==> config.mk <==
export PLATFORM = sky130hd
export DESIGN_NAME = pipelineControl
export DESIGN_NICKNAME = d
export VERILOG_FILES = /design/src/common/cpuTypesPkg.sv /design/src/common/hazardPkg.sv /design/src/hazard/hazardUnit.sv /design/src/source/fetchPort.sv /design/src/source/multiCycleTimer.sv /design/src/source/pipelineControl.sv /design/src/source/stageValids.sv
export SDC_FILE = /design/constraint.sdc
export NUM_CORES = 1
export LEC_CHECK = 0
export ABC_AREA = 1
export BUFFER_PORTS_ARGS = -buffer_cell sky130_fd_sc_hd__buf_2
export CAP_MARGIN = 20
export CORE_MARGIN = 8
export CORE_UTILIZATION = 40
export DETAILED_ROUTE_END_ITERATION = 10
export GPL_TIMING_DRIVEN = 0
export HOLD_SLACK_MARGIN = 0.15
export MAX_ROUTING_LAYER = met4
export PLACE_DENSITY = 0.69
export SKIP_LAST_GASP = 1
export SLEW_MARGIN = 20
export SYNTH_ARGS = -nofsm -noshare
export SYNTH_HDL_FRONTEND = slang
export SYNTH_SLANG_ARGS = --single-unit
==> constraint.sdc <==
create_clock -name clk -period 2.59 [get_ports clk]
set_input_delay 0.518 -clock clk [delete_from_list [all_inputs] [get_ports clk]]
set_output_delay 0.518 -clock clk [all_outputs]
set_load 0.02 [all_outputs]
==> src/common/cpuTypesPkg.sv <==
package cpuTypesPkg;

    // **************************************************
    // address and instruction words
    // **************************************************

    localparam int addrWidth  = 32;
    localparam int instrWidth = 32;

    localparam logic [addrWidth-1:0] resetPc = 32'h0000_1000;  // first word fetched after reset.

    // **************************************************
    // execute opcodes
    // **************************************************

    typedef enum logic [1:0] {
        opAlu    = 2'd0,
        opMul    = 2'd1,
        opDiv    = 2'd2,
        opMulAcc = 2'd3
    } execOp;

    localparam int latencyWidth = 5;

    // extra cycles the execute stage holds for each opcode, indexed by execOp.
    localparam logic [latencyWidth-1:0] execLatency [4] = '{
        5'd0,   // single cycle ALU op.
        5'd3,
        5'd16,  // the divider is iterative.
        5'd4
    };

endpackage

==> src/common/hazardPkg.sv <==
package hazardPkg;

    typedef enum logic [2:0] {
        stF2 = 3'd0,
        stD  = 3'd1,
        stI  = 3'd2,
        stE  = 3'd3,
        stM  = 3'd4,
        stM2 = 3'd5,
        stM3 = 3'd6,
        stW  = 3'd7
    } stageIdx;

    localparam int numStages = 8;  // width of every stall and flush vector.

    // pending states remember a redirect that met an outstanding fetch.
    typedef enum logic [1:0] {
        hzRun,
        hzExcpPend,
        hzBranchPend,
        hzJumpPend
    } hazState;

    // ordered from highest to lowest priority after causeNone.
    typedef enum logic [2:0] {
        causeNone,
        causeExcp,
        causeDwait,
        causeBranch,
        causeEwait,
        causeJump,
        causeOverflow,
        causeIwait
    } hazCause;

endpackage

==> src/hazard/hazardUnit.sv <==
`timescale 1ns/1ps

module hazardUnit
    import hazardPkg::*;
(
    input  logic                 clk,
    input  logic                 reset,
    input  logic                 branchM,
    input  logic                 jrI,
    input  logic                 overflowI,
    input  logic                 excpM,
    input  logic                 excpW,
    input  logic                 dWait,
    input  logic                 eWait,
    input  logic                 iWait,
    output logic [numStages-1:0] stallVec,
    output logic [numStages-1:0] flushVec,
    output logic                 stallFetch,
    output logic                 redirect
);

    hazState state;
    hazState nextState;
    hazCause cause;

    // mask with one bit set for each stage from first to last.
    function automatic logic [numStages-1:0] stageSpan(stageIdx first, stageIdx last);
        logic [numStages-1:0] mask;
        mask = '0;
        for (int i = 0; i < numStages; i++) begin
            if (i >= int'(first) && i <= int'(last)) begin
                mask[i] = 1'b1;
            end
        end
        return mask;
    endfunction

    // **************************************************
    // cause priority
    // **************************************************

    // later assignments override earlier ones, so the list runs from lowest to highest.
    always_comb begin
        cause = causeNone;
        if (iWait)          cause = causeIwait;
        if (overflowI)      cause = causeOverflow;
        if (jrI)            cause = causeJump;
        if (eWait)          cause = causeEwait;
        if (branchM)        cause = causeBranch;
        if (dWait)          cause = causeDwait;
        if (excpM || excpW) cause = causeExcp;
    end

    // **************************************************
    // stall and flush vectors
    // **************************************************

    always_comb begin
        stallVec   = '0;
        flushVec   = '0;
        stallFetch = 1'b0;
        redirect   = 1'b0;
        nextState  = state;

        case (cause)
            causeExcp: begin
                flushVec = excpW ? stageSpan(stF2, stW) : stageSpan(stF2, stM);
                redirect = 1'b1;
            end
            causeDwait: begin
                stallVec   = stageSpan(stF2, stM2);
                flushVec   = stageSpan(stM3, stM3);  // the load result is not ready yet.
                stallFetch = 1'b1;
            end
            causeBranch: begin
                flushVec = stageSpan(stF2, stM);
                redirect = 1'b1;
            end
            causeEwait: begin
                stallVec   = stageSpan(stF2, stE);
                flushVec   = stageSpan(stM, stM);
                stallFetch = 1'b1;
            end
            causeJump: begin
                flushVec = stageSpan(stF2, stI);
                redirect = 1'b1;
            end
            causeOverflow: begin
                stallVec   = stageSpan(stF2, stI);
                stallFetch = 1'b1;
            end
            causeIwait: begin
                flushVec   = stageSpan(stF2, stF2);  // F2 gets a bubble while memory is busy.
                stallFetch = 1'b1;
            end
            default: begin
                stallVec = '0;
            end
        endcase

        if (redirect && iWait) begin
            stallFetch = 1'b1;  // the new address waits for the outstanding word.
            case (cause)
                causeExcp:   nextState = hzExcpPend;
                causeBranch: nextState = hzBranchPend;
                default:     nextState = hzJumpPend;
            endcase
        end else if (state != hzRun && !stallFetch) begin
            // the stale word is delivered in this cycle and must not enter the pipe.
            flushVec[stF2] = 1'b1;
            flushVec[stD]  = 1'b1;
            nextState      = hzRun;
        end
    end

    always_ff @(posedge clk) begin
        if (reset) begin
            state <= hzRun;
        end else begin
            state <= nextState;
        end
    end

    // a stale word is always discarded before the next fetch request goes out.
    assert property (@(posedge clk) disable iff (reset) $rose(iWait) |-> state == hzRun);

    // no stage register is told to hold and clear in the same cycle.
    assert property (@(posedge clk) disable iff (reset) (stallVec & flushVec) == '0);

endmodule

==> src/source/fetchPort.sv <==
`timescale 1ns/1ps

module fetchPort
    import cpuTypesPkg::*;
(
    input  logic                  clk,
    input  logic                  reset,
    input  logic                  stallFetch,
    input  logic                  redirect,
    input  logic [addrWidth-1:0]  redirectAddr,
    input  logic                  fetchAck,
    input  logic [instrWidth-1:0] fetchData,
    output logic                  fetchReq,
    output logic [addrWidth-1:0]  fetchAddr,
    output logic                  iWait,
    output logic                  fetchDone,
    output logic [instrWidth-1:0] instrOut
);

    typedef enum logic [1:0] {
        fsIdle,
        fsReq,
        fsRelease
    } fetchState;

    fetchState             state;
    logic [addrWidth-1:0]  pc;
    logic [addrWidth-1:0]  redirTarget;
    logic                  redirPending;
    logic                  holdValid;
    logic [instrWidth-1:0] holdData;
    logic                  ackSeen;

    assign ackSeen   = (state == fsReq) && fetchAck;
    assign fetchReq  = (state == fsReq);
    assign fetchAddr = pc;
    assign iWait     = (state == fsReq) && !fetchAck;
    assign fetchDone = (ackSeen || holdValid) && !stallFetch;
    assign instrOut  = holdValid ? holdData : fetchData;  // a held word takes precedence.

    // **************************************************
    // four-phase handshake and program counter
    // **************************************************

    always_ff @(posedge clk) begin
        if (reset) begin
            state        <= fsIdle;
            pc           <= resetPc;
            redirPending <= 1'b0;
            holdValid    <= 1'b0;
        end else begin
            case (state)
                fsIdle: begin
                    if (!fetchAck && !stallFetch) begin
                        state <= fsReq;
                    end
                end
                fsReq: begin
                    if (fetchAck) begin
                        state <= fsRelease;  // fetchReq drops in the next cycle.
                    end
                end
                fsRelease: begin
                    if (!fetchAck) begin
                        state <= stallFetch ? fsIdle : fsReq;
                    end
                end
                default: begin
                    state <= fsIdle;
                end
            endcase

            if (ackSeen) begin
                holdValid    <= stallFetch && !redirect;
                redirPending <= 1'b0;
                if (redirect) begin
                    pc <= redirectAddr;
                end else if (redirPending) begin
                    pc <= redirTarget;
                end else begin
                    pc <= pc + addrWidth'(4);
                end
            end else begin
                if (!stallFetch) begin
                    holdValid <= 1'b0;  // the held word leaves with fetchDone.
                end
                if (redirect && state == fsReq) begin
                    redirPending <= 1'b1;
                end else if (redirect) begin
                    pc <= redirectAddr;
                end
            end
        end
    end

    always_ff @(posedge clk) begin
        if (ackSeen) begin
            holdData <= fetchData;
        end
        if (redirect && iWait) begin
            redirTarget <= redirectAddr;
        end
    end

    // memory samples the address for as long as the request is unanswered.
    assert property (@(posedge clk) disable iff (reset)
        fetchReq && !fetchAck |=> fetchAddr == $past(fetchAddr));

endmodule

==> src/source/multiCycleTimer.sv <==
`timescale 1ns/1ps

module multiCycleTimer
    import cpuTypesPkg::*;
(
    input  logic               clk,
    input  logic               reset,
    input  logic               execStart,
    input  cpuTypesPkg::execOp execOp,
    output logic               eWait
);

    logic [latencyWidth-1:0] count;  // execute cycles still to wait.

    // **************************************************
    // latency down-counter
    // **************************************************

    always_ff @(posedge clk) begin
        if (reset) begin
            count <= '0;
        end else if (execStart) begin
            count <= execLatency[execOp];
        end else if (count != '0) begin
            count <= count - 1'b1;
        end
    end

    // high from the cycle after execStart for exactly the loaded number of cycles.
    assign eWait = (count != '0);

    // a new multi-cycle op cannot start while the unit is still busy.
    assert property (@(posedge clk) disable iff (reset) execStart |-> !eWait);

endmodule

==> src/source/pipelineControl.sv <==
`timescale 1ns/1ps

module pipelineControl
    import cpuTypesPkg::*;
    import hazardPkg::*;
(
    input  logic                  clk,
    input  logic                  reset,
    input  logic                  branchM,
    input  logic                  jrI,
    input  logic                  overflowI,
    input  logic                  excpM,
    input  logic                  excpW,
    input  logic                  dWait,
    input  logic                  execStart,
    input  cpuTypesPkg::execOp    execOp,
    input  logic [addrWidth-1:0]  redirectAddr,
    input  logic                  fetchAck,
    input  logic [instrWidth-1:0] fetchData,
    output logic                  fetchReq,
    output logic [addrWidth-1:0]  fetchAddr,
    output logic [instrWidth-1:0] instrOut,
    output logic                  fetchDone,
    output logic                  eWait,
    output logic [numStages-1:0]  stageValid
);

    logic [numStages-1:0] stallVec;
    logic [numStages-1:0] flushVec;
    logic                 stallFetch;
    logic                 redirect;
    logic                 iWait;

    hazardUnit u_hazard (
        .clk        (clk),
        .reset      (reset),
        .branchM    (branchM),
        .jrI        (jrI),
        .overflowI  (overflowI),
        .excpM      (excpM),
        .excpW      (excpW),
        .dWait      (dWait),
        .eWait      (eWait),
        .iWait      (iWait),
        .stallVec   (stallVec),
        .flushVec   (flushVec),
        .stallFetch (stallFetch),
        .redirect   (redirect)
    );

    fetchPort u_fetch (
        .clk          (clk),
        .reset        (reset),
        .stallFetch   (stallFetch),
        .redirect     (redirect),
        .redirectAddr (redirectAddr),
        .fetchAck     (fetchAck),
        .fetchData    (fetchData),
        .fetchReq     (fetchReq),
        .fetchAddr    (fetchAddr),
        .iWait        (iWait),
        .fetchDone    (fetchDone),
        .instrOut     (instrOut)
    );

    multiCycleTimer u_timer (
        .clk       (clk),
        .reset     (reset),
        .execStart (execStart),
        .execOp    (execOp),
        .eWait     (eWait)
    );

    stageValids u_valids (
        .clk        (clk),
        .reset      (reset),
        .stallVec   (stallVec),
        .flushVec   (flushVec),
        .fetchDone  (fetchDone),
        .stageValid (stageValid)
    );

endmodule

==> src/source/stageValids.sv <==
`timescale 1ns/1ps

module stageValids
    import hazardPkg::*;
(
    input  logic                 clk,
    input  logic                 reset,
    input  logic [numStages-1:0] stallVec,
    input  logic [numStages-1:0] flushVec,
    input  logic                 fetchDone,
    output logic [numStages-1:0] stageValid
);

    logic [numStages-1:0] shiftIn;  // bit leaving the stage in front of each stage.

    // a stalled stage keeps its instruction, so the stage behind it receives a bubble.
    always_comb begin
        shiftIn[stF2] = fetchDone;
        for (int i = 1; i < numStages; i++) begin
            shiftIn[i] = stageValid[i-1] && !stallVec[i-1];
        end
    end

    // **************************************************
    // per-stage update
    // **************************************************

    always_ff @(posedge clk) begin
        if (reset) begin
            stageValid <= '0;
        end else begin
            for (int i = 0; i < numStages; i++) begin
                if (flushVec[i]) begin
                    stageValid[i] <= 1'b0;
                end else if (stallVec[i]) begin
                    stageValid[i] <= stageValid[i];
                end else begin
                    stageValid[i] <= shiftIn[i];
                end
            end
        end
    end

endmodule

Word-level counts from Yosys, hierarchy flattened
Index checks and enable logic that the tools add are counted.
{"block": "totals", "memories": 0, "romBits": 0, "in_bits": 76, "ram_bits": 0, "reg_bits": 115, "latchBits": 0, "elab_cells": 117}
{"block": "op_classes", "mul": 0, "mux": 36, "n_div": 0, "order_cmp": 1, "addsub": 2, "n_reduce_logical": 47, "shifts": 0, "n_eq_ne": 14, "bitwise_logic": 1}
{"op": "2-to-1 mux 32 bit", "count": 6}
{"op": "case mux 8 bit (6 select lines)", "count": 1}
{"op": "adder 32 x 3 -> 32 bit (second input constant)", "count": 1}
{"op": "2-to-1 mux 3 bit", "count": 7}
{"op": "2-to-1 mux 5 bit", "count": 4}
{"op": "case mux 6 bit (3 select lines)", "count": 1}
{"op": "OR reduction 2 bit", "count": 9}
{"op": "logical AND 1 bit", "count": 15}
{"op": "2-to-1 mux 2 bit", "count": 7}
{"op": "== test 3 bit (second input constant)", "count": 4}
{"op": "binary-select mux 5 bit (select 2 bit)", "count": 1}
{"op": "logical NOT 1 bit", "count": 10}
{"op": "2-to-1 mux 8 bit", "count": 1}
{"op": "nonzero test 2 bit", "count": 4}
{"op": "== test 3 x 2 -> 1 bit (second input constant)", "count": 2}
{"op": "2-to-1 mux 1 bit", "count": 6}
{"op": "!= test 2 bit (second input constant)", "count": 3}
{"op": "case mux 2 bit (3 select lines)", "count": 1}
{"op": "nonzero test 5 bit", "count": 1}
{"op": "subtractor 5 x 1 -> 5 bit (second input constant)", "count": 1}
{"op": "!= test 2 x 1 -> 1 bit (second input constant)", "count": 2}
{"op": "case mux 2 bit (2 select lines)", "count": 1}
{"op": "OR reduction 4 bit", "count": 1}
{"op": "== test 3 x 1 -> 1 bit (second input constant)", "count": 1}
{"op": "other kinds (10)", "count": 11}

Longest topological paths before layout
Gate-level depths: netlist (run 1).
{"block": "depth", "ltp_word": 18, "depth_mapped": 15, "mapped_depth_nobuf": 14}

Cells and area by module
From an unflattened synthesis (run 1), not the netlist that was laid out.
{"block": "hier_totals", "hier_cells": 824, "hier_area_um2": 6198.4}
{"module": "fetchPort", "area_per_inst_um2": 5144.9, "n_inst": 1, "seq_area_each_um2": 2642.5, "cells_each": 652}
{"module": "stageValids", "area_per_inst_um2": 386.6, "n_inst": 1, "seq_area_each_um2": 160.2, "cells_each": 64}
{"module": "hazardUnit", "area_per_inst_um2": 371.6, "n_inst": 1, "seq_area_each_um2": 40.0, "cells_each": 62}
{"module": "multiCycleTimer", "area_per_inst_um2": 295.3, "n_inst": 1, "seq_area_each_um2": 100.1, "cells_each": 46}

Worst setup path after synthesis (run 1)
No wires, ideal clock.
{"block": "synth_timing", "path_type": "register to output", "startpoint": "reg u_timer.count[0]", "endpoint": "out fetchDone", "stages_incl_launch_ff": 14, "arrival_ns": 2.049, "required_time_ns": 2.072, "slack_ns": 0.023, "path_cell_list": "dfxtp_1 > inv_1 > ha_1 > nand3_4 > inv_2 > nand2_2 > nand2_4 > nand2_4 > nand2_4 > nand2_4 > nor2_4 > inv_2 > nand3_1 > inv_1"}
{"block": "synth_between", "elab_chain_cells": 12, "elab_cells_between_ends": 20, "cone_classes": "eq/ne: 7; mux: 7; reduce/logical: 6"}
{"element": "from (decl)", "line_no": "multiCycleTimer.sv:13", "rtl": "logic [latencyWidth-1:0] count;"}
{"element": "from (signal assigned)", "line_no": "multiCycleTimer.sv:23", "rtl": "count <= execLatency[execOp];"}
{"element": "from (signal assigned)", "line_no": "multiCycleTimer.sv:25", "rtl": "count <= count - 1'b1;"}
{"element": "nonzero test 5 bit *", "line_no": "multiCycleTimer.sv:30", "rtl": "assign eWait = (count != '0);"}
{"element": "named net eWait", "line_no": "pipelineControl.sv:24", "rtl": "output logic eWait,"}
{"element": "2-to-1 mux 3 bit *", "line_no": "hazardUnit.sv:48", "rtl": "if (eWait) cause = causeEwait;"}
{"element": "2-to-1 mux 3 bit *", "line_no": "hazardUnit.sv:49", "rtl": "if (branchM) cause = causeBranch;"}
{"element": "2-to-1 mux 3 bit *", "line_no": "hazardUnit.sv:50", "rtl": "if (dWait) cause = causeDwait;"}
{"element": "2-to-1 mux 3 bit *", "line_no": "hazardUnit.sv:51", "rtl": "if (excpM || excpW) cause = causeExcp;"}
{"element": "== test 3 bit (tied with other cells)", "line_no": "hazardUnit.sv:65", "rtl": "case (cause)"}
{"element": "OR reduction 3 bit (no source line)"}
{"element": "2-to-1 mux 1 bit", "line_no": "hazardUnit.sv:65"}
{"element": "logical AND 1 bit", "line_no": "hazardUnit.sv:101", "rtl": "if (redirect && iWait) begin"}
{"element": "2-to-1 mux 1 bit *", "line_no": "hazardUnit.sv:101"}
{"element": "logical NOT 1 bit *", "line_no": "fetchPort.sv:38", "rtl": "assign fetchDone = (ackSeen || holdValid) && !stallFetch;"}
{"element": "logical AND 1 bit *", "line_no": "fetchPort.sv:38"}
{"element": "to (decl)", "line_no": "pipelineControl.sv:23", "rtl": "output logic fetchDone,"}
Mark *: on every way through the listed nets, which the timed path passes. The rest lies on a longest branch.

Worst setup path after layout (run 1)
{"block": "layout_timing", "startpoint": "reg u_timer.count[1]", "endpoint": "out fetchDone"}
{"block": "layout_between", "elab_chain_cells": 12, "elab_cells_between_ends": 20, "cone_classes": "eq/ne: 7; mux: 7; reduce/logical: 6"}
{"element": "nonzero test 5 bit *", "line_no": "multiCycleTimer.sv:30"}
{"element": "2-to-1 mux 3 bit *", "line_no": "hazardUnit.sv:48"}
{"element": "2-to-1 mux 3 bit *", "line_no": "hazardUnit.sv:49"}
{"element": "2-to-1 mux 3 bit *", "line_no": "hazardUnit.sv:50"}
{"element": "2-to-1 mux 3 bit *", "line_no": "hazardUnit.sv:51"}
{"element": "== test 3 bit (tied with other cells)", "line_no": "hazardUnit.sv:65"}
{"element": "OR reduction 3 bit (no source line)"}
{"element": "2-to-1 mux 1 bit", "line_no": "hazardUnit.sv:65"}
{"element": "logical AND 1 bit", "line_no": "hazardUnit.sv:101"}
{"element": "2-to-1 mux 1 bit *", "line_no": "hazardUnit.sv:101"}
{"element": "logical NOT 1 bit *", "line_no": "fetchPort.sv:38"}
{"element": "logical AND 1 bit *", "line_no": "fetchPort.sv:38"}
Every way passes the cells marked *; elsewhere a longest branch is shown, timed or not.

==> results of run 1 <==
[how the worst min path moves through the flow]
stage | from | endpoint | slack (ns) | cells after the start
after global placement | u_valids.stageValid[6] | u_valids.stageValid[7] | 0.42 | 2
final | redirectAddr[7] | u_fetch.redirTarget[7] | 0.28 | 1
after detailed placement | u_valids.stageValid[6] | u_valids.stageValid[7] | 0.43 | 2
after CTS | redirectAddr[20] | u_fetch.redirTarget[20] | 0.26 | 1
after floorplan | u_valids.stageValid[6] | u_valids.stageValid[7] | 0.41 | 2
after global routing | fetchData[20] | u_fetch.holdData[20] | 0.27 | 1
[critical path, cell delays in order (launching register included)]
cell	delay [ns]
dfxtp_2	0.32
inv_2	0.08
ha_4	0.15
nand3_4	0.10
inv_2	0.08
nand2_2	0.07
nand2_4	0.09
nand2_8	0.08
nand3_1	0.09
nand2_2	0.08
nor2_2	0.16
nand3_2	0.10
inv_2	0.06
buf_6	0.11
[per-layer routing]
layer,GRT usage,part of all wire
met5,-,0
met4,0.07048,0.017
met3,0.04309,0.056
met2,0.3213,0.49
met1,0.2433,0.44
[stage by stage]
step / area, µm² / power (mW) / hold slack [ns] / utilization
final: 7765 / 5.425 / 0.2841 / 0.5165
after floorplan: 6083 / 2.821 / 0.4087 / -
after CTS: 7694 / 5.438 / 0.2645 / 0.5118
after detailed placement: 7069 / 3.174 / 0.4253 / 0.4702
after global routing: 7762 / 5.663 / 0.2721 / 0.5164
after global placement: 7069 / 3.161 / 0.4170 / 0.4702
[cell usage after synthesis, drive strengths merged (12+ instances only)]
master | number | area [µm²]
xor2 | 13 | 113.9
buf | 15 | 135.1
a21oi | 40 | 200.2
clkbuf | 14 | 52.55
nand3 | 47 | 252.8
inv | 64 | 240.2
or2 | 16 | 100.1
dfxtp | 51 | 1021
nor2 | 99 | 406.6
nor3 | 12 | 65.06
o21ai | 42 | 210.2
edfxtp | 64 | 1922
nand2 | 264 | 1046
[power by group]
group | switching, mW | internal, mW | total [mW]
sequential | 0.117 | 2.05 | 2.17
combinational | 0.653 | 0.370 | 1.02
clock | 0.797 | 1.43 | 2.23
total | 1.57 | 3.86 | 5.42
[registers in the layout, indices dropped and copies added, names as in the netlist]
register              flops
u_fetch.redirPending      1
u_fetch.state             2
u_fetch.redirTarget      32
u_fetch.holdData         32
u_hazard.state            2
u_timer.count             5
u_fetch.fetchAddr        32
u_fetch.holdValid         1
u_valids.stageValid       8
[cell type report]
type	instances	area, µm²	area share
antenna	3	7.507	0.0009668
tap	188	235.2	0.03029
multi-input combinational	571	2766	0.3563
clock buffer	26	509.2	0.06558
buffer	29	187.7	0.02417
timing repair buffer	158	817.0	0.1052
clock inverter	6	53.80	0.006929
inverter	65	244.0	0.03142
sequential	115	2944	0.3791
[what timing repair did]
item / in CTS / in global routing
endpoints found under the setup margin: 4 / 1
setup buffers: 2 / 6
gates resized for setup: 9 / 7
gates cloned: 1 / 0
hold buffers: 0 / 0
pin swaps: 2 / 3
[kinds of logic after synthesis]
family,synth area share
multiplexers,0.008227
adder cells (fa/ha/maj),0.006171
buffers and inverters,0.07096
flip-flops,0.4838
AO/OA/AOI/OAI,0.08330
AND/OR/NAND/NOR,0.3231
XOR/XNOR,0.02448
==> metrics.md, run 1 <==
| Metric | Value |
|---|---|
| Area Overhead vs Synth | 27.64% |
| Fillers | 1474 |
| Chip Height | 139.3 µm |
| Total CTS buffers | 17 |
| FF+latch count, synth | 115 |
| Ys async rst share | 0 |
| Syn_area_per_cell | 7.809 µm² |
| Final Max Slew Viols | 0 |
| Placed cells | 1117 |
| WS Path Type | reg -> out |
| Worst endpoint required time | 2.07 ns |
| Nets@finish | 1036 |
| Synth cell types | 42 |
| Pleak | 3.479 nW |
| Ports | 151 |
| 1st-iter DRT viols | 476 |
| Global-route wire length before repair | 29650 µm |
| WL/cell | 16.21 µm |
| Initial antenna violation count | 2 |
| Clk sinks | 115 |
| Initial Utilization | 0.4047 |
| Setup TNS | 0 ns |
| Total track usage | 0.1996 |
| Residual DRC | 0 |
| Via Count | 5780 |
| Commonest cells after routing, fill and taps aside | 252 x nand2_1, 152 x buf_2, 90 x nor2_1 |
| Worst R2R End | u_fetch.redirTarget[9] |
| Max Clk Rate | 0.3958 GHz |
| Largest net degree at the start of global routing | 42 |
| Critical Path Sink | fetchDone |
| CTS root buffer | clkbuf_16 |
| Post-synth EDFFs | 64 |
| PortBufs | 150 |
| Core area | 15030 µm² |
| Measured slew at the worst slew-check pin | 0.9584 ns |
| Global route total overflow | 0 |
| Worst-Skew Late Latency | 0.42 ns |
| Drt via density | 4.978 |
| Synth Cell Area | 6083 µm² |
| ANT nets after route | 0 |
| Syn Nets | 858 |
| Vias in the first global route | 5562 |
| Pwr Density | 698.6 nW/µm² |
| Minimum clock period | 2.526 ns |
| Final hold vios | 0 |
| Crit Path Max Fanout | 6 |
| TritonCTS clock tree | built |
| CP Capture Type | primary output |
| Final setup margin | 0.06369 ns |
| Share of cells above drive strength 1 | 0.2536 |
| First drt pass iteration count | 5 |
| Die footprint | 19410 µm² |
| Seq/Total Area, Yosys | 0.4838 |
| Post-DP HPWL | 13560 µm |
| Setup Skew | 0.01778 ns |
| Total Wirelength | 18820 µm |
| Fin cells | 1161 |
| Synthesis warning total | 0 |
| R2R depth | 11 |
| Commonest non-fill, non-tap cell in the layout | nand2_1 |
| Row count | 45 |
| Critical path launch point type | flop |
| Flop2flop setup slack | 0.13 ns |
| RD Place Congestion | 0.9468 |
| Peak supply drop | 0.0005018 V |
| Worst Setup SP | u_timer.count[1] |
| Crit path arrival time | 2.01 ns |
| Die Width | 139.3 µm |
| Clock slew at reported path FFs | 0.05 ns |
| Top_reg_cell synth | edfxtp_1 |
| Max Cap Viol | 0 |
| Setup WS pre-CTS | -0.6447 ns |
| Slew Limit Headroom | 0.3604 |
| RSZ-0062 raised after global routing | true |
| Final Cycle Share | 0.9754 |
| H-Tree Depth | 4 |
| Final setup vio count | 0 |
| CTS Buffer Depth | 2 |
| Status | completed |
| HP Class | in -> reg |
| Post-Syn Instances | 779 |
| Worst R2R Start | u_timer.count[1] |
No activity file was read; power rests on OpenSTA's default activity.
==> inputs of run 2 (changes only) <==
- PLACE_DENSITY: 0.69 -> 0.7
- SETUP_SLACK_MARGIN: unset -> 0.3
==> run 2 against run 1 <==
  * Sequential cell count unchanged
  * Critical path type unchanged
  * Design area up 2.2%
  * Global-route usage about the same
  * Die area did not move
  * Sequential share of layout area decreased by 0.77 points
  * Clock power rose by 3%
  * Final cell count up 0.95%
  * Sequential power hardly changed
  * Fmax is 3.8% higher
  * Core utilization rose by 1.1 points
==> metrics.md, run 2 (synthesized netlist as in run 1, its figures left out) <==
| Metric | Value |
|---|---|
| Status | completed |
| TritonCTS clock tree | built |
| Global route total overflow | 0 (unchanged) |
| Max Clk Rate | 0.4107 GHz (+3.8%) |
| Commonest non-fill, non-tap cell in the layout | nand2_1 |
| Pleak | 3.547 nW (+2.0%) |
| WS Path Type | reg -> out |
| Initial Utilization | 0.4047 (unchanged) |
| Measured slew at the worst slew-check pin | 0.7727 ns (-0.1857 ns) |
| Antenna diodes | 0 (-3) |
| Global-route wire length before repair | 29560 µm (-0.30%) |
| Crit Path Max Fanout | 6 (unchanged) |
| R2R depth | 12 (+1) |
| ANT nets after route | 0 (unchanged) |
| Setup TNS | 0 ns (unchanged) |
| Initial antenna violation count | 0 (-2) |
| Total Wirelength | 19000 µm (+0.95%) |
| RSZ-0062 raised after global routing | true |
| Crit path arrival time | 1.92 ns (-0.09 ns) |
| Largest net degree at the start of global routing | 42 (unchanged) |
| Worst Setup SP | u_fetch.state[0] |
| PortBufs | 150 (unchanged) |
| Core area | 15030 µm² (unchanged) |
| Crit path max-delay family | simple AND/OR/NAND/NOR gates |
| Area Overhead vs Synth | 30.44% |
| Max Cap Viol | 0 (unchanged) |
| HP Class | in -> reg |
| Critical Path Sink | fetchDone |
| Final setup vio count | 0 (unchanged) |
| Die footprint | 19410 µm² (unchanged) |
| WL/cell | 16.21 µm (about the same) |
| Stages on the worst setup path | 14 (+1) |
| Final Util | 0.5278 (+0.01132) |
| Clk sinks | 115 (unchanged) |
| Die Width | 139.3 µm (unchanged) |
| Worst-Skew Late Latency | 0.42 ns (about the same) |
| Setup Skew | 0.006151 ns (-0.01163 ns) |
| Total CTS buffers | 17 (unchanged) |
| Critical Path, Cell by Cell | inv_2, nor2_4, nand3_2, nand2_1, nand2_2, nand2_4, nand2_8, nand2_8, nand2_8, nor2_4, inv_2, nand3_2, inv_2, buf_6 |
| Share of cells above drive strength 1 | 0.2764 (+0.02281) |
| Ports | 151 (unchanged) |
| Drt via density | 4.962 (-0.34%) |
| CP Capture Type | primary output |
| Chip Height | 139.3 µm (unchanged) |
| RD Place Congestion | 0.9168 (-3.2%) |
| CTS Buffer Depth | 2 (unchanged) |
| Pwr Density | 699.0 nW/µm² (about the same) |
| Critical path launch point type | flop |
| Nets@finish | 1050 (+1.4%) |
| H-Tree Depth | 4 (unchanged) |
| Clock slew at reported path FFs | 0.06 ns (about the same) |
| Fillers | 1436 (-2.6%) |
| Worst endpoint required time | 2.07 ns (about the same) |
| Final Max Slew Viols | 0 (unchanged) |
| Max stage delay on crit path | 0.33 ns (about the same) |
| Post-DP HPWL | 13460 µm (-0.70%) |
| Final Cycle Share | 0.9400 (-0.03538) |
| Worst R2R End | u_fetch.redirTarget[27] |
| Row count | 45 (unchanged) |
| Critical path's slowest cell | dfxtp_2 |
| First drt pass iteration count | 5 (unchanged) |
| Slew Limit Headroom | 0.4848 (+0.1245) |
| Final hold vios | 0 (unchanged) |
| Commonest cells after routing, fill and taps aside | 252 x nand2_1, 152 x buf_2, 89 x nor2_1 |
| Vias in the first global route | 5538 (-0.43%) |
| Worst R2R Start | u_fetch.state[0] |
| Register area | 2948 µm² (+0.13%) |
| Via Count | 5815 (+0.61%) |
| Residual DRC | 0 (unchanged) |
| 1st-iter DRT viols | 524 (+10%) |
| CP bufs+invs | 4 (unchanged) |
| Total track usage | 0.2001 (+0.0004958) |
| Flop2flop setup slack | 0.37 ns (+0.24 ns) |
| CTS root buffer | clkbuf_16 |
| Peak supply drop | 0.0004490 V (-11%) |
| Minimum clock period | 2.435 ns (-0.09164 ns) |
| Multi-input logic area | 2808 µm² (+1.5%) |
run 2: cell count changes in the layout (fill, tap and decap cells not counted), sizes merged:
cell,delta
bufinv,+1
inv,-1
clkinvlp,+1
clkbuf,-1
buf,+14
diode,-3
run 2: area by class of cell:
cell class / instances / area share
Clock buffer: 25 / 0.06244
Inverter: 65 / 0.03122
Clock inverter: 7 / 0.01025
Tap cell: 188 / 0.02964
Sequential cell: 115 / 0.3715
Buffer: 29 / 0.02491
Multi-Input combinational cell: 571 / 0.3538
Timing Repair Buffer: 172 / 0.1162
run 2: how the worst min path moves through the flow:
stage | to | slack [ns] | start | depth (start not counted)
6_report | u_fetch.holdData[25] | 0.29 | fetchData[25] | 1
5_1_grt | u_fetch.holdData[25] | 0.27 | fetchData[25] | 1
4_1_cts | u_fetch.redirTarget[15] | 0.27 | redirectAddr[15] | 1
3_5_place_dp | u_valids.stageValid[7] | 0.43 | u_valids.stageValid[6] | 2
3_3_place_gp | u_valids.stageValid[7] | 0.42 | u_valids.stageValid[6] | 2
2_1_floorplan | u_valids.stageValid[7] | 0.41 | u_valids.stageValid[6] | 2
run 2: through the flow:
stage	hold WS [ns]	cells	worst slack, ns	instance area, µm²	power (mW)
2_1_floorplan	0.4087	779	0.1006	6101	2.831
3_3_place_gp	0.4176	1117	-0.5872	7087	3.173
3_5_place_dp	0.4259	1117	-0.5848	7087	3.182
4_1_cts	0.2707	1158	0.1549	7790	5.532
5_1_grt	0.2670	1172	0.06869	7935	5.789
6_report	0.2867	1172	0.1553	7935	5.546
run 2: per-layer routing:
metal  part of all wire  track usage
met5                  0            -
met4              0.016      0.07221
met3              0.066      0.04685
met2               0.48       0.3182
met1               0.44       0.2443
run 2: timing repair:
action | CTS | global route
buffers inserted | 8 | 14
gates resized for setup | 17 | 15
cloned | 1 | 0
setup endpoints to repair | 74 | 61
pin swaps | 4 | 10
hold buffers | 0 | 0
run 2: power breakdown:
group          internal [mW]  leakage [nW]  total, mW  switching [mW]
sequential              2.05          1.01       2.17           0.116
clock                   1.50         0.284       2.30           0.796
combinational          0.408          2.26       1.08           0.669
total                   3.97          3.55       5.55            1.58
